## src/rtl/noc_defines.svh

```systemverilog
`ifndef NOC_DEFINES_SVH
`define NOC_DEFINES_SVH

// Mesh dimensions
`define NOC_MESH_X 4
`define NOC_MESH_Y 4
`define NOC_NODES (`NOC_MESH_X * `NOC_MESH_Y)

// One coordinate field of the header
`define NOC_COORD_W 2

// Single-flit packet width
`define NOC_FLIT_W 64

`endif

```

## src/rtl/noc_pkg.sv

```systemverilog
`include "noc_defines.svh"

package noc_pkg;

  localparam int num_ports = 5;  // Local plus four neighbors

  // Payload fills whatever the four header fields leave
  localparam int payload_w = `NOC_FLIT_W - 4 * `NOC_COORD_W;

  typedef logic [`NOC_COORD_W-1:0] coord_t;

  // Header sits in the top bits, destination first
  typedef struct packed {
    coord_t                 dst_x;
    coord_t                 dst_y;
    coord_t                 src_x;
    coord_t                 src_y;
    logic [payload_w-1:0]   payload;
  } flit_t;

  // North is towards increasing y, east towards increasing x
  typedef enum logic [2:0] {
    port_local,
    port_north,
    port_south,
    port_east,
    port_west
  } port_e;

  // One bit per port_e, used for requests and grants
  typedef logic [num_ports-1:0] port_vec_t;

endpackage

```

## src/rtl/noc_input_port.sv

```systemverilog
module noc_input_port import noc_pkg::*; #(
  parameter int unsigned x_pos = 0,
  parameter int unsigned y_pos = 0
) (
  input  logic      clk,
  input  logic      rst_n,
  input  logic      send,
  input  flit_t     flit,
  input  logic      grant,
  output logic      ready,
  output port_vec_t req,
  output flit_t     held_flit
);

  localparam coord_t here_x = coord_t'(x_pos);
  localparam coord_t here_y = coord_t'(y_pos);

  logic  empty_q;  // Buffer state, also the link ready
  port_e route;
  logic  accept;

  assign accept = send && empty_q;
  assign ready  = empty_q;

  always_ff @(posedge clk) begin
    if (!rst_n) begin
      empty_q <= 1'b1;
    end else if (accept) begin
      empty_q <= 1'b0;
    end else if (grant) begin
      empty_q <= 1'b1;  // Flit moves into the output register
    end
  end

  always_ff @(posedge clk) begin
    if (accept) begin
      held_flit <= flit;
    end
  end

  // Dimension-ordered routing, X is resolved before Y
  always_comb begin
    if (held_flit.dst_x > here_x) begin
      route = port_east;
    end else if (held_flit.dst_x < here_x) begin
      route = port_west;
    end else if (held_flit.dst_y > here_y) begin
      route = port_north;
    end else if (held_flit.dst_y < here_y) begin
      route = port_south;
    end else begin
      route = port_local;  // Arrived
    end
  end

  // One-hot request only while a flit is held
  assign req = empty_q ? '0 : (port_vec_t'(1) << route);

endmodule

```

## src/rtl/noc_output_port.sv

```systemverilog
module noc_output_port import noc_pkg::*; (
  input  logic      clk,
  input  logic      rst_n,
  input  port_vec_t req,
  input  flit_t     flits [num_ports],
  input  logic      ready,
  output port_vec_t grant,
  output logic      send,
  output flit_t     flit
);

  logic       full_q;
  port_e      ptr_q;    // Requester with the highest priority
  logic [2:0] sel_idx;  // Winner of the current scan
  logic       any_req;

  // Scan the five requesters starting at the pointer, wrapping at the end
  always_comb begin
    int idx;
    grant   = '0;
    sel_idx = ptr_q;
    any_req = 1'b0;
    for (int k = 0; k < num_ports; k++) begin
      idx = int'(ptr_q) + k;
      if (idx >= num_ports) begin
        idx = idx - num_ports;
      end
      if (!any_req && req[idx]) begin
        any_req = 1'b1;
        sel_idx = idx[2:0];
      end
    end
    // Only an empty register takes a new flit
    if (!full_q && any_req) begin
      grant[sel_idx] = 1'b1;
    end
  end

  assign send = full_q && ready;

  always_ff @(posedge clk) begin
    if (!rst_n) begin
      full_q <= 1'b0;
      ptr_q  <= port_local;
    end else if (|grant) begin
      full_q <= 1'b1;
      // Next scan starts one past the winner
      ptr_q  <= (sel_idx == 3'(num_ports - 1)) ? port_local : port_e'(sel_idx + 3'd1);
    end else if (send) begin
      full_q <= 1'b0;  // Downstream buffer takes it at this edge
    end
  end

  always_ff @(posedge clk) begin
    if (|grant) begin
      flit <= flits[sel_idx];
    end
  end

endmodule

```

## src/rtl/noc_router.sv

```systemverilog
module noc_router import noc_pkg::*; #(
  parameter int unsigned x_pos = 0,
  parameter int unsigned y_pos = 0
) (
  input  logic                 clk,
  input  logic                 rst_n,
  input  logic [num_ports-1:0] in_send,
  input  flit_t                in_flit   [num_ports],
  input  logic [num_ports-1:0] out_ready,
  output logic [num_ports-1:0] in_ready,
  output logic [num_ports-1:0] out_send,
  output flit_t                out_flit  [num_ports]
);

  port_vec_t            in_req  [num_ports];  // Indexed by input, one bit per output
  port_vec_t            out_req [num_ports];  // Indexed by output, one bit per input
  port_vec_t            out_gnt [num_ports];  // Indexed by output, one bit per input
  logic [num_ports-1:0] in_gnt;
  flit_t                held    [num_ports];

  for (genvar p = 0; p < num_ports; p++) begin : g_port
    noc_input_port #(
      .x_pos (x_pos),
      .y_pos (y_pos)
    ) in_port_i (
      .clk       (clk),
      .rst_n     (rst_n),
      .send      (in_send[p]),
      .flit      (in_flit[p]),
      .grant     (in_gnt[p]),
      .ready     (in_ready[p]),
      .req       (in_req[p]),
      .held_flit (held[p])
    );

    // Every output sees all held flits and picks by grant
    noc_output_port out_port_i (
      .clk   (clk),
      .rst_n (rst_n),
      .req   (out_req[p]),
      .flits (held),
      .ready (out_ready[p]),
      .grant (out_gnt[p]),
      .send  (out_send[p]),
      .flit  (out_flit[p])
    );
  end

  // Crossbar of requests, input-major to output-major
  always_comb begin
    for (int o = 0; o < num_ports; o++) begin
      for (int i = 0; i < num_ports; i++) begin
        out_req[o][i] = in_req[i][o];
      end
    end
  end

  // An input requests a single output, so at most one grant bit reaches it
  always_comb begin
    in_gnt = '0;
    for (int o = 0; o < num_ports; o++) begin
      for (int i = 0; i < num_ports; i++) begin
        in_gnt[i] = in_gnt[i] | out_gnt[o][i];
      end
    end
  end

endmodule

```

## config.mk

```make
export PLATFORM = sky130hd
export DESIGN_NAME = noc_router
export DESIGN_NICKNAME = d
export VERILOG_FILES = /design/src/rtl/noc_pkg.sv /design/src/rtl/noc_input_port.sv /design/src/rtl/noc_output_port.sv /design/src/rtl/noc_router.sv
export VERILOG_INCLUDE_DIRS = /design/src /design/src/rtl
export SDC_FILE = /design/constraint.sdc
export NUM_CORES = 1
export LEC_CHECK = 0
export BUFFER_PORTS_ARGS = -buffer_cell sky130_fd_sc_hd__buf_4
export CORE_MARGIN = 2
export CORE_UTILIZATION = 46
export CTS_CLUSTER_DIAMETER = 60
export DETAILED_ROUTE_END_ITERATION = 8
export PLACE_DENSITY_LB_ADDON = 0.12
export SLEW_MARGIN = 20
export SYNTH_ARGS = -nofsm -noshare
export SYNTH_HDL_FRONTEND = slang
export SYNTH_SLANG_ARGS = --single-unit
```

## constraint.sdc

```tcl
create_clock -name clk -period 5.56 [get_ports clk]
set_input_delay 0.556 -clock clk [delete_from_list [all_inputs] [get_ports clk]]
set_output_delay 0.556 -clock clk [all_outputs]
set_load 0.1 [all_outputs]
```

# Yosys cells after proc, flatten, opt, wreduce, memory -nomap -nowiden
# Index checks and enable logic that the tools add are counted.
# W data, S select, Z words.
classes:
  addsub: 50
  n_lt_le_gt_ge: 85
  eq_ne: 5
  shift: 5
  n_mux: 230
  bitwise_logic: 25
  n_reduce_logical: 80
op_table:
  columns: ["op", "count"]
  rows:
  - ["$bmux W64 S3", 5]
  - ["$lt A32 B5 Y1 const B", 25]
  - ["$mux W32", 25]
  - ["$ge A32 B4 Y1 const B", 20]
  - ["$mux W64", 10]
  - ["$sub A32 B4 Y32 const B", 20]
  - ["$mux W3", 45]
  - ["$mux W1", 100]
  - ["$bmux W1 S3", 25]
  - ["$mux W5", 10]
  - ["$add A3 B2 Y4 const B", 10]
  - ["$logic_and A1 B1 Y1", 40]
  - ["$logic_not A1 Y1", 25]
  - ["$reduce_or A5 Y1", 5]
  - ["$shl A1 B3 Y5 const A", 5]
  - ["$add A3 B1 Y4 const B", 5]
  - ["$add A3 B3 Y4 const B", 5]
  - ["$ge A4 B4 Y1 const B", 5]
  - ["$gt A2 B1 Y1 const B", 10]
  - ["$lt A2 B1 Y1 const B", 10]
  - ["$lt A3 B4 Y1 const B", 5]
  - ["$not A3 Y4", 5]
  - ["$or A1 B1 Y1", 20]
  - ["$reduce_bool A2 Y1", 10]
  - ["7 further kinds", 35]
word_totals:
  register_bits: 665
  out_inout_bits: 330
  wordCells: 545

# Longest topological paths before layout
# Gate-level depths: netlist of the first run.
depth:
  word_depth: 34
  depth_mapped: 18
  ltp_nobuf: 14

# Hierarchy
# From an unflattened synthesis of the first run, not the netlist that was laid out.
hier_totals:
  cells_unflattened: 3653
  area_unflattened_um2: 43553.0
by_module_without_submodules:
  columns: ["mod", "n_inst", "cells_each", "area_each_um2", "seq_area_each_um2"]
  rows:
  - ["noc_output_port at g_port[0].out_port_i ...", 3, 568, 6143.4, 2001.9]
  - ["noc_input_port", 5, 76, 2015.7, 1941.9]
  - ["noc_output_port at g_port[1].out_port_i", 1, 986, 8837.2, 2001.9]
  - ["noc_output_port at g_port[4].out_port_i", 1, 568, 6144.6, 2001.9]
  - ["noc_router", 1, 15, 62.6, 0.0]

# Worst setup path after synthesis of the first run
# Ideal clock, no wire load.
synth_path:
  kind: "register -> register"
  from: "reg g_port[1].out_port_i.ptr_q[0]"
  to: "reg g_port[3].in_port_i.empty_q"
  setup_time_ns: 0.102
  t_arrival_ns: 4.841
  path_slack_ns: 0.617
  path_stages_with_launch: 14
  path_buffers: 2
  synth_period_minus_slack_ns: 4.943
  cell_sequence: "dfxtp_1 > buf_4 > clkinv_1 > ha_1 > clkbuf_1 > a21boi_0 > nor2_1 > nor4_1 > nor4b_2 > a21o_1 > inv_1 > o211ai_1 > or2_2 > a32oi_1"
synth_via:
  elab_chain_len: 28
synth_rtl:
  columns: ["item", "line_no", "rtl"]
  rows:
  - ["start, declared", "noc_output_port.sv:13", "port_e ptr_q;"]
  - ["start signal, assigned", "noc_output_port.sv:44", "ptr_q <= port_local;"]
  - ["start signal, assigned", "noc_output_port.sv:48", "ptr_q <= (sel_idx == 3'(num_ports - 1)) ? port_local : port_e'(sel_idx + 3'd1);"]
  - ["branches (longest 22 deep; another with $sub A32 B4 Y32)", null, null]
  - ["$mux W5 (*)", "noc_output_port.sv:34", "if (!full_q && any_req) begin"]
  - ["$or A1 B1 Y1 (*) (4 in series)", "noc_router.sv:63", "in_gnt[i] = in_gnt[i] | out_gnt[o][i];"]
  - ["$reduce_bool A2 Y1 (no source line) (*)", null, null]
  - ["end signal, assigned", "noc_input_port.sv:27", "empty_q <= 1'b1;"]
  - ["end signal, assigned", "noc_input_port.sv:29", "empty_q <= 1'b0;"]
  - ["end signal, assigned", "noc_input_port.sv:31", "empty_q <= 1'b1;"]
  - ["end, declared", "noc_input_port.sv:18", "logic empty_q;"]
# Every way passes the cells marked *. The select of a mux whose other input is x is not followed.
# A chain may end at the register's enable or synchronous reset.

# Worst setup path in the final report of the first run
layout_path:
  from: "reg g_port[1].out_port_i.ptr_q[1]"
  to: "reg g_port[1].out_port_i.flit[44] (netlist name) (data pin)"
layout_via:
  elab_chain_len: 22
layout_rtl:
  columns: ["item", "line_no", "rtl"]
  rows:
  - ["branches (longest 17 deep; another with $sub A32 B4 Y32)", null, null]
  - ["$mux W3 (*)", "noc_output_port.sv:28", "if (!any_req && req[idx]) begin"]
  - ["$not A3 Y4 (not written as such) (*)", "noc_output_port.sv:56", "flit <= flits[sel_idx];"]
  - ["$bmux W64 S3 (*)", "noc_output_port.sv:56", null]
  - ["$mux W64 (not written as such) (*) (2 in series)", "noc_output_port.sv:56", null]
  - ["end signal, assigned", "noc_output_port.sv:56", null]
  - ["end, declared", "noc_output_port.sv:9", "output flit_t flit"]
# Marks and branches as above.

==> impl_summary.md, run 1 <==
Worst setup path
The critical path is of the register to register type. In this run the worst setup path begins at g_port[1].out_port_i.ptr_q[1]. Of all nets on the critical path, the largest fanout is 28. The number of cells on the worst reg-to-reg path is 13.

Together, buffers and inverters on the worst path number 2. The worst register-to-register path ends at g_port[1].out_port_i.flit[44]. The required time at the endpoint of the critical path is 5.92 ns. The startpoint type of the worst setup path is a register. Walking the worst path, the cells encountered are inv_1, ha_1, a21oi_1, xnor2_1, mux2i_1, o221ai_1, nor3_1, o41ai_1, a21o_4, buf_4, a21boi_0, a22oi_1, o211ai_1. The endpoint kind of the worst setup timing path is a register. The kind of cell adding the most delay to the critical path is compound AO/OA/AOI/OAI gates. For this design, the slowest cell found on the critical path is dfxtp_1. The worst reg2reg path startpoint is g_port[1].out_port_i.ptr_q[1]. The maximum single-stage delay on the critical path is 0.62 ns. Data on the critical path arrives at its endpoint at 5.37 ns.

The setup check on the worst reg-to-reg path leaves a slack of 0.54 ns.

Worst hold path
The classification of the worst-slack hold path is primary input to register. The path with the worst hold slack has its endpoint at g_port[4].in_port_i.held_flit[36]. The depth of the worst hold-timing path is 1. The origin of the worst min-delay path is in_flit[36].

Detailed routing
The average vias per placed instance is 6.547. The residual DRC count is 0. In the final routed layout, each cell accounts on average for 31.99 um. The number of iterations in the first detailed-routing pass is 9.

The final layout contains routed wiring with a total length of 125600 um. The vias after detailed routing is 25.71k. The number of design-rule violations left by the first detailed-router iteration is 3313. The number of nets with antenna violations after detailed routing is 0.

Synth
The share of the synthesized area in the top cell type is 55.58%. Synthesis inferred 597 register bits. In this run, distinct cell masters in the synthesized netlist total 86. After synthesis, the cell types taking the most area are edfxtp_1 (56%), mux2i_1 (8.9%), mux4_2 (4.6%). After synthesis, flip-flops and latches occupy 56.93% of the total area. During synthesis, Yosys emitted a total of 0 warnings.

Summed over all instances, the cell type with the most area after synthesis is edfxtp_1. In the post-synthesis netlist, the cell with the most instances is edfxtp_1. The number of instances in the synthesized netlist is 2368. The count of flip-flops with a built-in enable after synthesis is 576. Summing every instance area after synthesis gives 0.03112 mm^2. The most used flip-flop cell after synthesis is edfxtp_1. By count the netlist is led by edfxtp_1 (576), mux2i_1 (276), nand2_1 (176).

The mean cell area of the mapped netlist is 13.14 um^2. Of all flip-flops after synthesis, the portion carrying an async set or reset was 0%.

Placed design
The global placer's final weighted congestion is 0.9480. In this run the tool buffered the top-level ports with 595 buffer cells. The placed instances occupy a cell area of 0.03680 mm^2. The half-perimeter wire length after placement is 80480 um.

Floorplanning
Once the floorplan was initialized, standard cells occupied 46.42% of the core. In this run the horizontal extent of the chip is 264.1 um. In this run the count of I/O pins placed on the die edge is 662. The total die area is 0.06975 mm^2.

The floorplan core area is 0.06704 mm^2. The initialized floorplan defines 95 standard-cell rows. The die boundary height is 264.1 um.

GRT
Global routing used 35.07% of the available tracks across all layers. Entering global routing, the biggest net connects 65 pins. The number of antenna violations at the first check in global routing is 15. The first global-routing pass estimated 178200 um of wire. The final global-route overflow total is 0. The number of global-route vias before repair is 25.98k.

Cells and area
Summing all non-filler instances in the final layout gives an area of 0.03907 mm^2. The fill cell instance count of the final layout is 5450. The share of the core filled with cells is 58.28%. The post-route netlist has 29.15% of its cells at a drive strength greater than 1. In the final design database the tool counted 3352 nets. Relative to the synthesized area, the layout overhead comes to 25.53%.

CTS
The cell sitting at the root of the clock tree is a clkbuf_16. The number of hold buffers added after CTS was 0. The clock-pin slew on the worst setup and hold paths is 0.06 ns. TritonCTS built the clock tree.

The total number of H-tree levels is 3. Counting along the longest clock path gives a buffer depth of 3. The number of clock buffers inserted by TritonCTS is 71. The clock net in this run drives a total of 597 sinks. Gates resized during post-CTS repair numbered 0.

The source-to-sink clock delay at the later pin of the worst-skew pair is 0.64 ns. After clock tree synthesis, the setup repair step added 0 buffers.

Timing
The tightest hold path in the finished design has a slack of 0.09169 ns. The worst slew margin relative to its limit is 14.46%. The clock period minus final worst setup slack is 5.016 ns.

The worst clock skew is 0.03680 ns. Dividing the final minimum period by the clock period gives 90.22%. The maximum clock frequency is 199.3 MHz. The transition at the pin with the smallest max-transition slack is 1.283 ns. The number of max-slew violations in the final report came to 0. The final hold violation count is 0.

Setup repair after global routing left no endpoint under its margin. Setup total negative slack on the finished layout was measured at 0 ns. Setup violations remaining at the end of the flow were counted as 0.

Run
The number of max-cap violations is 0.

Status
The flow ran to the end, and the final reports show no timing, DRC or antenna violations.
flip-flops by register name, indices dropped and copies added, names as in the netlist:
signal	cells
g_port.in_port_i.held_flit	320
g_port.out_port_i.full_q	4
g_port.out_port_i.flit	256
g_port.out_port_i.ptr_q	12
g_port.in_port_i.ready	5
cells in the final DEF, fill, tap and decap left out, types with 13 or more instances in the layout:
| cell type | n |
|---|---|
| a211oi_1 | 16 |
| conb_1 | 129 |
| o21ai_0 | 22 |
| a22oi_1 | 134 |
| inv_1 | 24 |
| nand3_1 | 78 |
| a21oi_1 | 43 |
| mux2i_1 | 276 |
| clkinv_1 | 17 |
| clkbuf_1 | 18 |
| nor3_1 | 30 |
| edfxtp_1 | 576 |
| a21boi_0 | 65 |
| ha_1 | 24 |
| a22o_1 | 65 |
| o211ai_1 | 131 |
| o221ai_1 | 70 |
| or3_1 | 15 |
| buf_4 | 643 |
| nand2_1 | 172 |
| or2_2 | 13 |
| buf_12 | 24 |
| nand2b_1 | 14 |
| nor2_1 | 60 |
| dfxtp_1 | 19 |
| clkbuf_16 | 73 |
| mux4_2 | 64 |
worst register-to-register path: stages (launching register included):
cell,delay [ns]
dfxtp_1,0.62
inv_1,0.25
ha_1,0.43
a21oi_1,0.47
xnor2_1,0.24
mux2i_1,0.16
o221ai_1,0.62
nor3_1,0.11
o41ai_1,0.37
a21o_4,0.39
buf_4,0.50
a21boi_0,0.23
a22oi_1,0.24
o211ai_1,0.13
per-stage QoR:
stage | instances | setup WS (ns)
final | 3927 | 0.5435
after global routing | 3927 | 0.1562
after CTS | 3923 | 0.6512
after detailed placement | 3793 | 0.6365
after global placement | 3793 | 0.7656
after floorplan | 2496 | 0.6174
worst max path at each step:
stage | endpoint | slack (ns) | cells past startpoint
final | g_port[1].out_port_i.flit[44] | 0.54 | 13
after floorplan | g_port[3].in_port_i.ready | 0.62 | 13
after detailed placement | g_port[1].out_port_i.flit[17] | 0.64 | 16
after global placement | g_port[0].in_port_i.ready | 0.77 | 13
after global routing | g_port[3].out_port_i.flit[3] | 0.16 | 16
after CTS | g_port[3].out_port_i.flit[3] | 0.65 | 16
layout make-up:
cell class	instances	area (um^2)	share of cell area, %
repair buffers	667	5308	13.59
diodes	4	10.01	0.02562
well taps	873	1092	2.796
clock buffers	91	1894	4.849
clock inverters	39	360.3	0.9224
flip-flops and latches	597	17720	45.37
multi-input cells	1624	12550	32.12
inverters	32	128.9	0.3299
cell families (layout without fill, tap and decap cells):
kind of cell               count (synthesis)  after routing  share of synthesized area (%)
and+or+nand+nor                          472            472                          7.470
muxes                                    341            341                          13.54
buffers and inverters                    275            829                          4.696
other                                      1            133                        0.01205
xor gates and xnor gates                  13             13                         0.3659
adders and majority gates                 27             27                          1.158
DFF                                      597            597                          56.93
AOI/OAI and AO/OA                        642            642                          15.82
per-layer routing:
layer | track usage [%] | routed length (um) | vias to the layer above
met5 | 0 | 149 | -
met1 | 42.70 | 44950 | 12640
met3 | 10.49 | 15030 | 459
met2 | 57.38 | 59170 | 2025
met4 | 16.29 | 6339 | 22
li1 | - | - | 10570
Power of run 1 is not shown: default switching activity piles up to over one toggle a cycle in this logic, so the estimate is an artifact.
==> inputs of run 2 (changes only) <==
==> constraint.sdc (replaced) <==
create_clock -name clk -period 4.1 [get_ports clk]
set_input_delay 0.41 -clock clk [delete_from_list [all_inputs] [get_ports clk]]
set_output_delay 0.41 -clock clk [all_outputs]
set_load 0.1 [all_outputs]
==> run 2 against run 1 <==
Critical path depth rose by 6. Flip-flop and latch count stayed put. Clock-buffer cell count fell by 2. Sequential share of layout area is 6.0 points lower. Final area up 15%. Setup slack worse by 0.52 ns. Highest routed layer unchanged. First-iteration DRC count grew 9.8%. Via count is 9.3% higher. Non-clock buffer count grew 555. Critical endpoint is now g_port[1].out_port_i.flit[37]. Core utilization up 9.0 points. Hold slack got worse by 0.053 ns.
==> impl_summary.md, run 2 (synthesis gave the netlist of run 1 again) <==
Worst setup path
Among the stages of the critical path, the cell type that occurs most often is buf_12. The type of the setup path with the least slack is register to register (unchanged). The startpoint type of the worst setup path is a register (unchanged). The data arrival at the endpoint of the critical path is 4.53 ns (was 5.37 ns). The total buffers and inverters traversed by the critical path is 7 (was 2).

The required time at the endpoint of the critical path is 4.56 ns (was 5.92 ns). The cell with the biggest individual delay on the critical path is or4b_4 (was dfxtp_1). CP cell instances: clkinvlp_4, ha_4, inv_2, ha_4, a21o_1, xnor2_2, mux2i_2, buf_4, o221ai_2, nor4_2, buf_4, or4b_4, a31oi_4, and4_4, buf_12, buf_12, buf_12, a22oi_2, o211ai_1 (was inv_1, ha_1, a21oi_1, xnor2_1, mux2i_1, o221ai_1, nor3_1, o41ai_1, a21o_4, buf_4, a21boi_0, a22oi_1, o211ai_1). The endpoint kind of the worst setup timing path is a register (unchanged). The maximum fanout count along the critical path was 7 (was 28). The kind of cell adding the most delay to the critical path is simple AND/OR/NAND/NOR gates (was compound AO/OA/AOI/OAI gates). The maximum single-stage delay on the critical path was 0.50 ns (was 0.62 ns).

Timing
The worst slew margin relative to its limit is 34.07% (was 14.46%). The clock period minus final worst setup slack is 4.074 ns (was 5.016 ns). Unrepaired setup endpoints after global routing: true (was false). The worst-case hold slack came to 0.03899 ns (was 0.09169 ns).

The post-route fraction of the period consumed by the critical path was 99.37% (was 90.22%). The number of max-slew violations in the final report is 0 (unchanged). The worst clock skew was 0.03532 ns (was 0.03680 ns). The maximum clock frequency was 245.4 MHz (was 199.3 MHz). The smallest setup slack after layout is 0.02581 ns (was 0.5435 ns).

The final hold violation count is 0 (unchanged). The final setup violation count is 0 (unchanged). The transition at the pin with the smallest max-transition slack was 0.9889 ns (was 1.283 ns).

Cells and area
The fill cell instance count of the final layout is 4832 (was 5450). The number of non-filler instances in the completed layout is 4474 (was 3927). Most used cells in the layout excluding fill and tap cells: buf_4 (828), edfxtp_1 (576), dlygate4sd3_1 (320), mux2i_1 (268), nand2_1 (172) (was buf_4 (643), edfxtp_1 (576), mux2i_1 (276), nand2_1 (172), a22oi_1 (134)).

Largest registers: g_port.in_port_i.held_flit x320, g_port.out_port_i.flit x256, g_port.out_port_i.ptr_q x12 (unchanged). The area taken by flip-flops and latches came to 0.01774 mm^2 (was 0.01772 mm^2). The flip-flop count of the largest register after layout is 320 (unchanged). The area of the multi-input gates came to 0.01307 mm^2 (was 0.01255 mm^2). The fraction of layout cells with a size suffix above 1 is 33.18% (was 29.15%). The relative area change from synthesis to final layout came to 44.86% (was 25.53%). The net total in the final layout is 3906 (was 3352). The largest register by flop count is g_port.in_port_i.held_flit (unchanged). The final non-filler cell area was 0.04508 mm^2 (was 0.03907 mm^2). The leading cell type in the layout, fill and taps excluded is buf_4 (unchanged).

Floorplanning
The floorplan core area is 0.06704 mm^2 (unchanged). The total die area is 0.06975 mm^2 (unchanged). The top-level port count is 662 (unchanged). The width of the die is 264.1 um (unchanged). The row count is 95 (unchanged). The starting utilization of the core area is 46.42% (unchanged).

The die boundary height was 264.1 um (unchanged).

CTS
The source-to-sink clock delay at the later pin of the worst-skew pair was 0.64 ns (about the same). The number of clock buffers inserted by TritonCTS is 70 (was 71). The cell at the root of the clock tree is clkbuf_16 (unchanged).

The number of clock sinks is 597 (unchanged). The CTS tree was built (unchanged). The total number of H-tree levels is 3 (unchanged).

The worst-case clock buffer depth is 3 (unchanged). The clock-pin slew on the worst setup and hold paths was 0.06 ns (about the same).

Detailed routing
The total wire length after detailed routing is 132300 um (was 125600 um). The vias after detailed routing is 28.11k (was 25.71k). The average vias per placed instance came to 6.282 (was 6.547). The number of iterations in the first detailed-routing pass is 7 (was 9). The number of nets with antenna violations after detailed routing is 0 (unchanged). The residual DRC count was 0 (unchanged). The number of design-rule violations left by the first detailed-router iteration is 3639 (was 3313). The wire length per cell came to 29.57 um (was 31.99 um).

Placed design
The half-perimeter wire length after placement came to 86260 um (was 80480 um). The count of port buffers added during placement is 595 (unchanged). The total placed cells including tap cells is 3980 (was 3793). The worst setup slack before clock tree synthesis was -0.1790 ns (was 0.6365 ns). The global placer's final weighted congestion is 0.9533 (was 0.9480). The placement-stage cell area was 0.03865 mm^2 (was 0.03680 mm^2).

GRT
The largest net degree at the start of global routing is 48 (was 65). The number of antenna violations at the first check in global routing is 9 (was 15). The overall fraction of global-route tracks in use is 36.56% (was 35.07%).

The first-pass GRT wire length is 188100 um (was 178200 um). The number of global-route vias before repair is 28.82k (was 25.98k). The final global-route overflow total came to 0 (unchanged).

Status
Outcome: finished, final reports clean (unchanged).

Worst hold path
The classification of the worst-slack hold path is primary input to register (unchanged).

Run
The number of max-cap violations came to 0 (unchanged).
==> run 2: timing repair <==
item	in CTS	in global routing
hold buffers	320	0
gates resized for setup	23	84
setup buffers	17	27
hold endpoints to repair	320	0
pin swaps	9	33
gates cloned	1	4
setup endpoints to repair	172	198
==> run 2: path summary, 6_finish.rpt <==
kind                                       from                                end  slack (ns)  depth (start not counted)
hold / removal                      in_flit[10]  g_port[4].in_port_i.held_flit[10]        0.04                          1
setup / recovery  g_port[1].out_port_i.ptr_q[1]      g_port[1].out_port_i.flit[37]        0.03                         19
setup reg to reg  g_port[1].out_port_i.ptr_q[1]      g_port[1].out_port_i.flit[37]        0.03                         19
hold reg to reg     g_port[2].out_port_i.full_q        g_port[2].out_port_i.full_q        0.48                          1
==> run 2: final cells by class <==
type	instances	area share [%]
multi-input combinational	1624	28.99
antenna	5	0.02775
sequential	597	39.35
tap	873	2.423
timing repair buffer	1222	24.04
inverter	32	0.3136
clock inverter	32	0.6689
clock buffer	89	4.185
==> run 2: per-stage QoR <==
step | util, % | TNS, ns
floorplan | - | -0.003912
global placement | 57.65 | -12.52
detailed placement | 57.65 | -14.07
CTS | 66.14 | 0
global route | 67.24 | -1.283
finish | 67.25 | 0
==> run 2: metal layers <==
metal	part of all wire (%)	wire length [um]	track usage, %	vias to the layer above
met5	0.043	57	0	-
met4	5.9	7783	18.84	8
met3	11	14450	9.051	552
met2	48	63010	60.74	2144
met1	36	47000	44.22	13730
li1	-	-	-	11680
Power of run 2 is left out for the same reason.
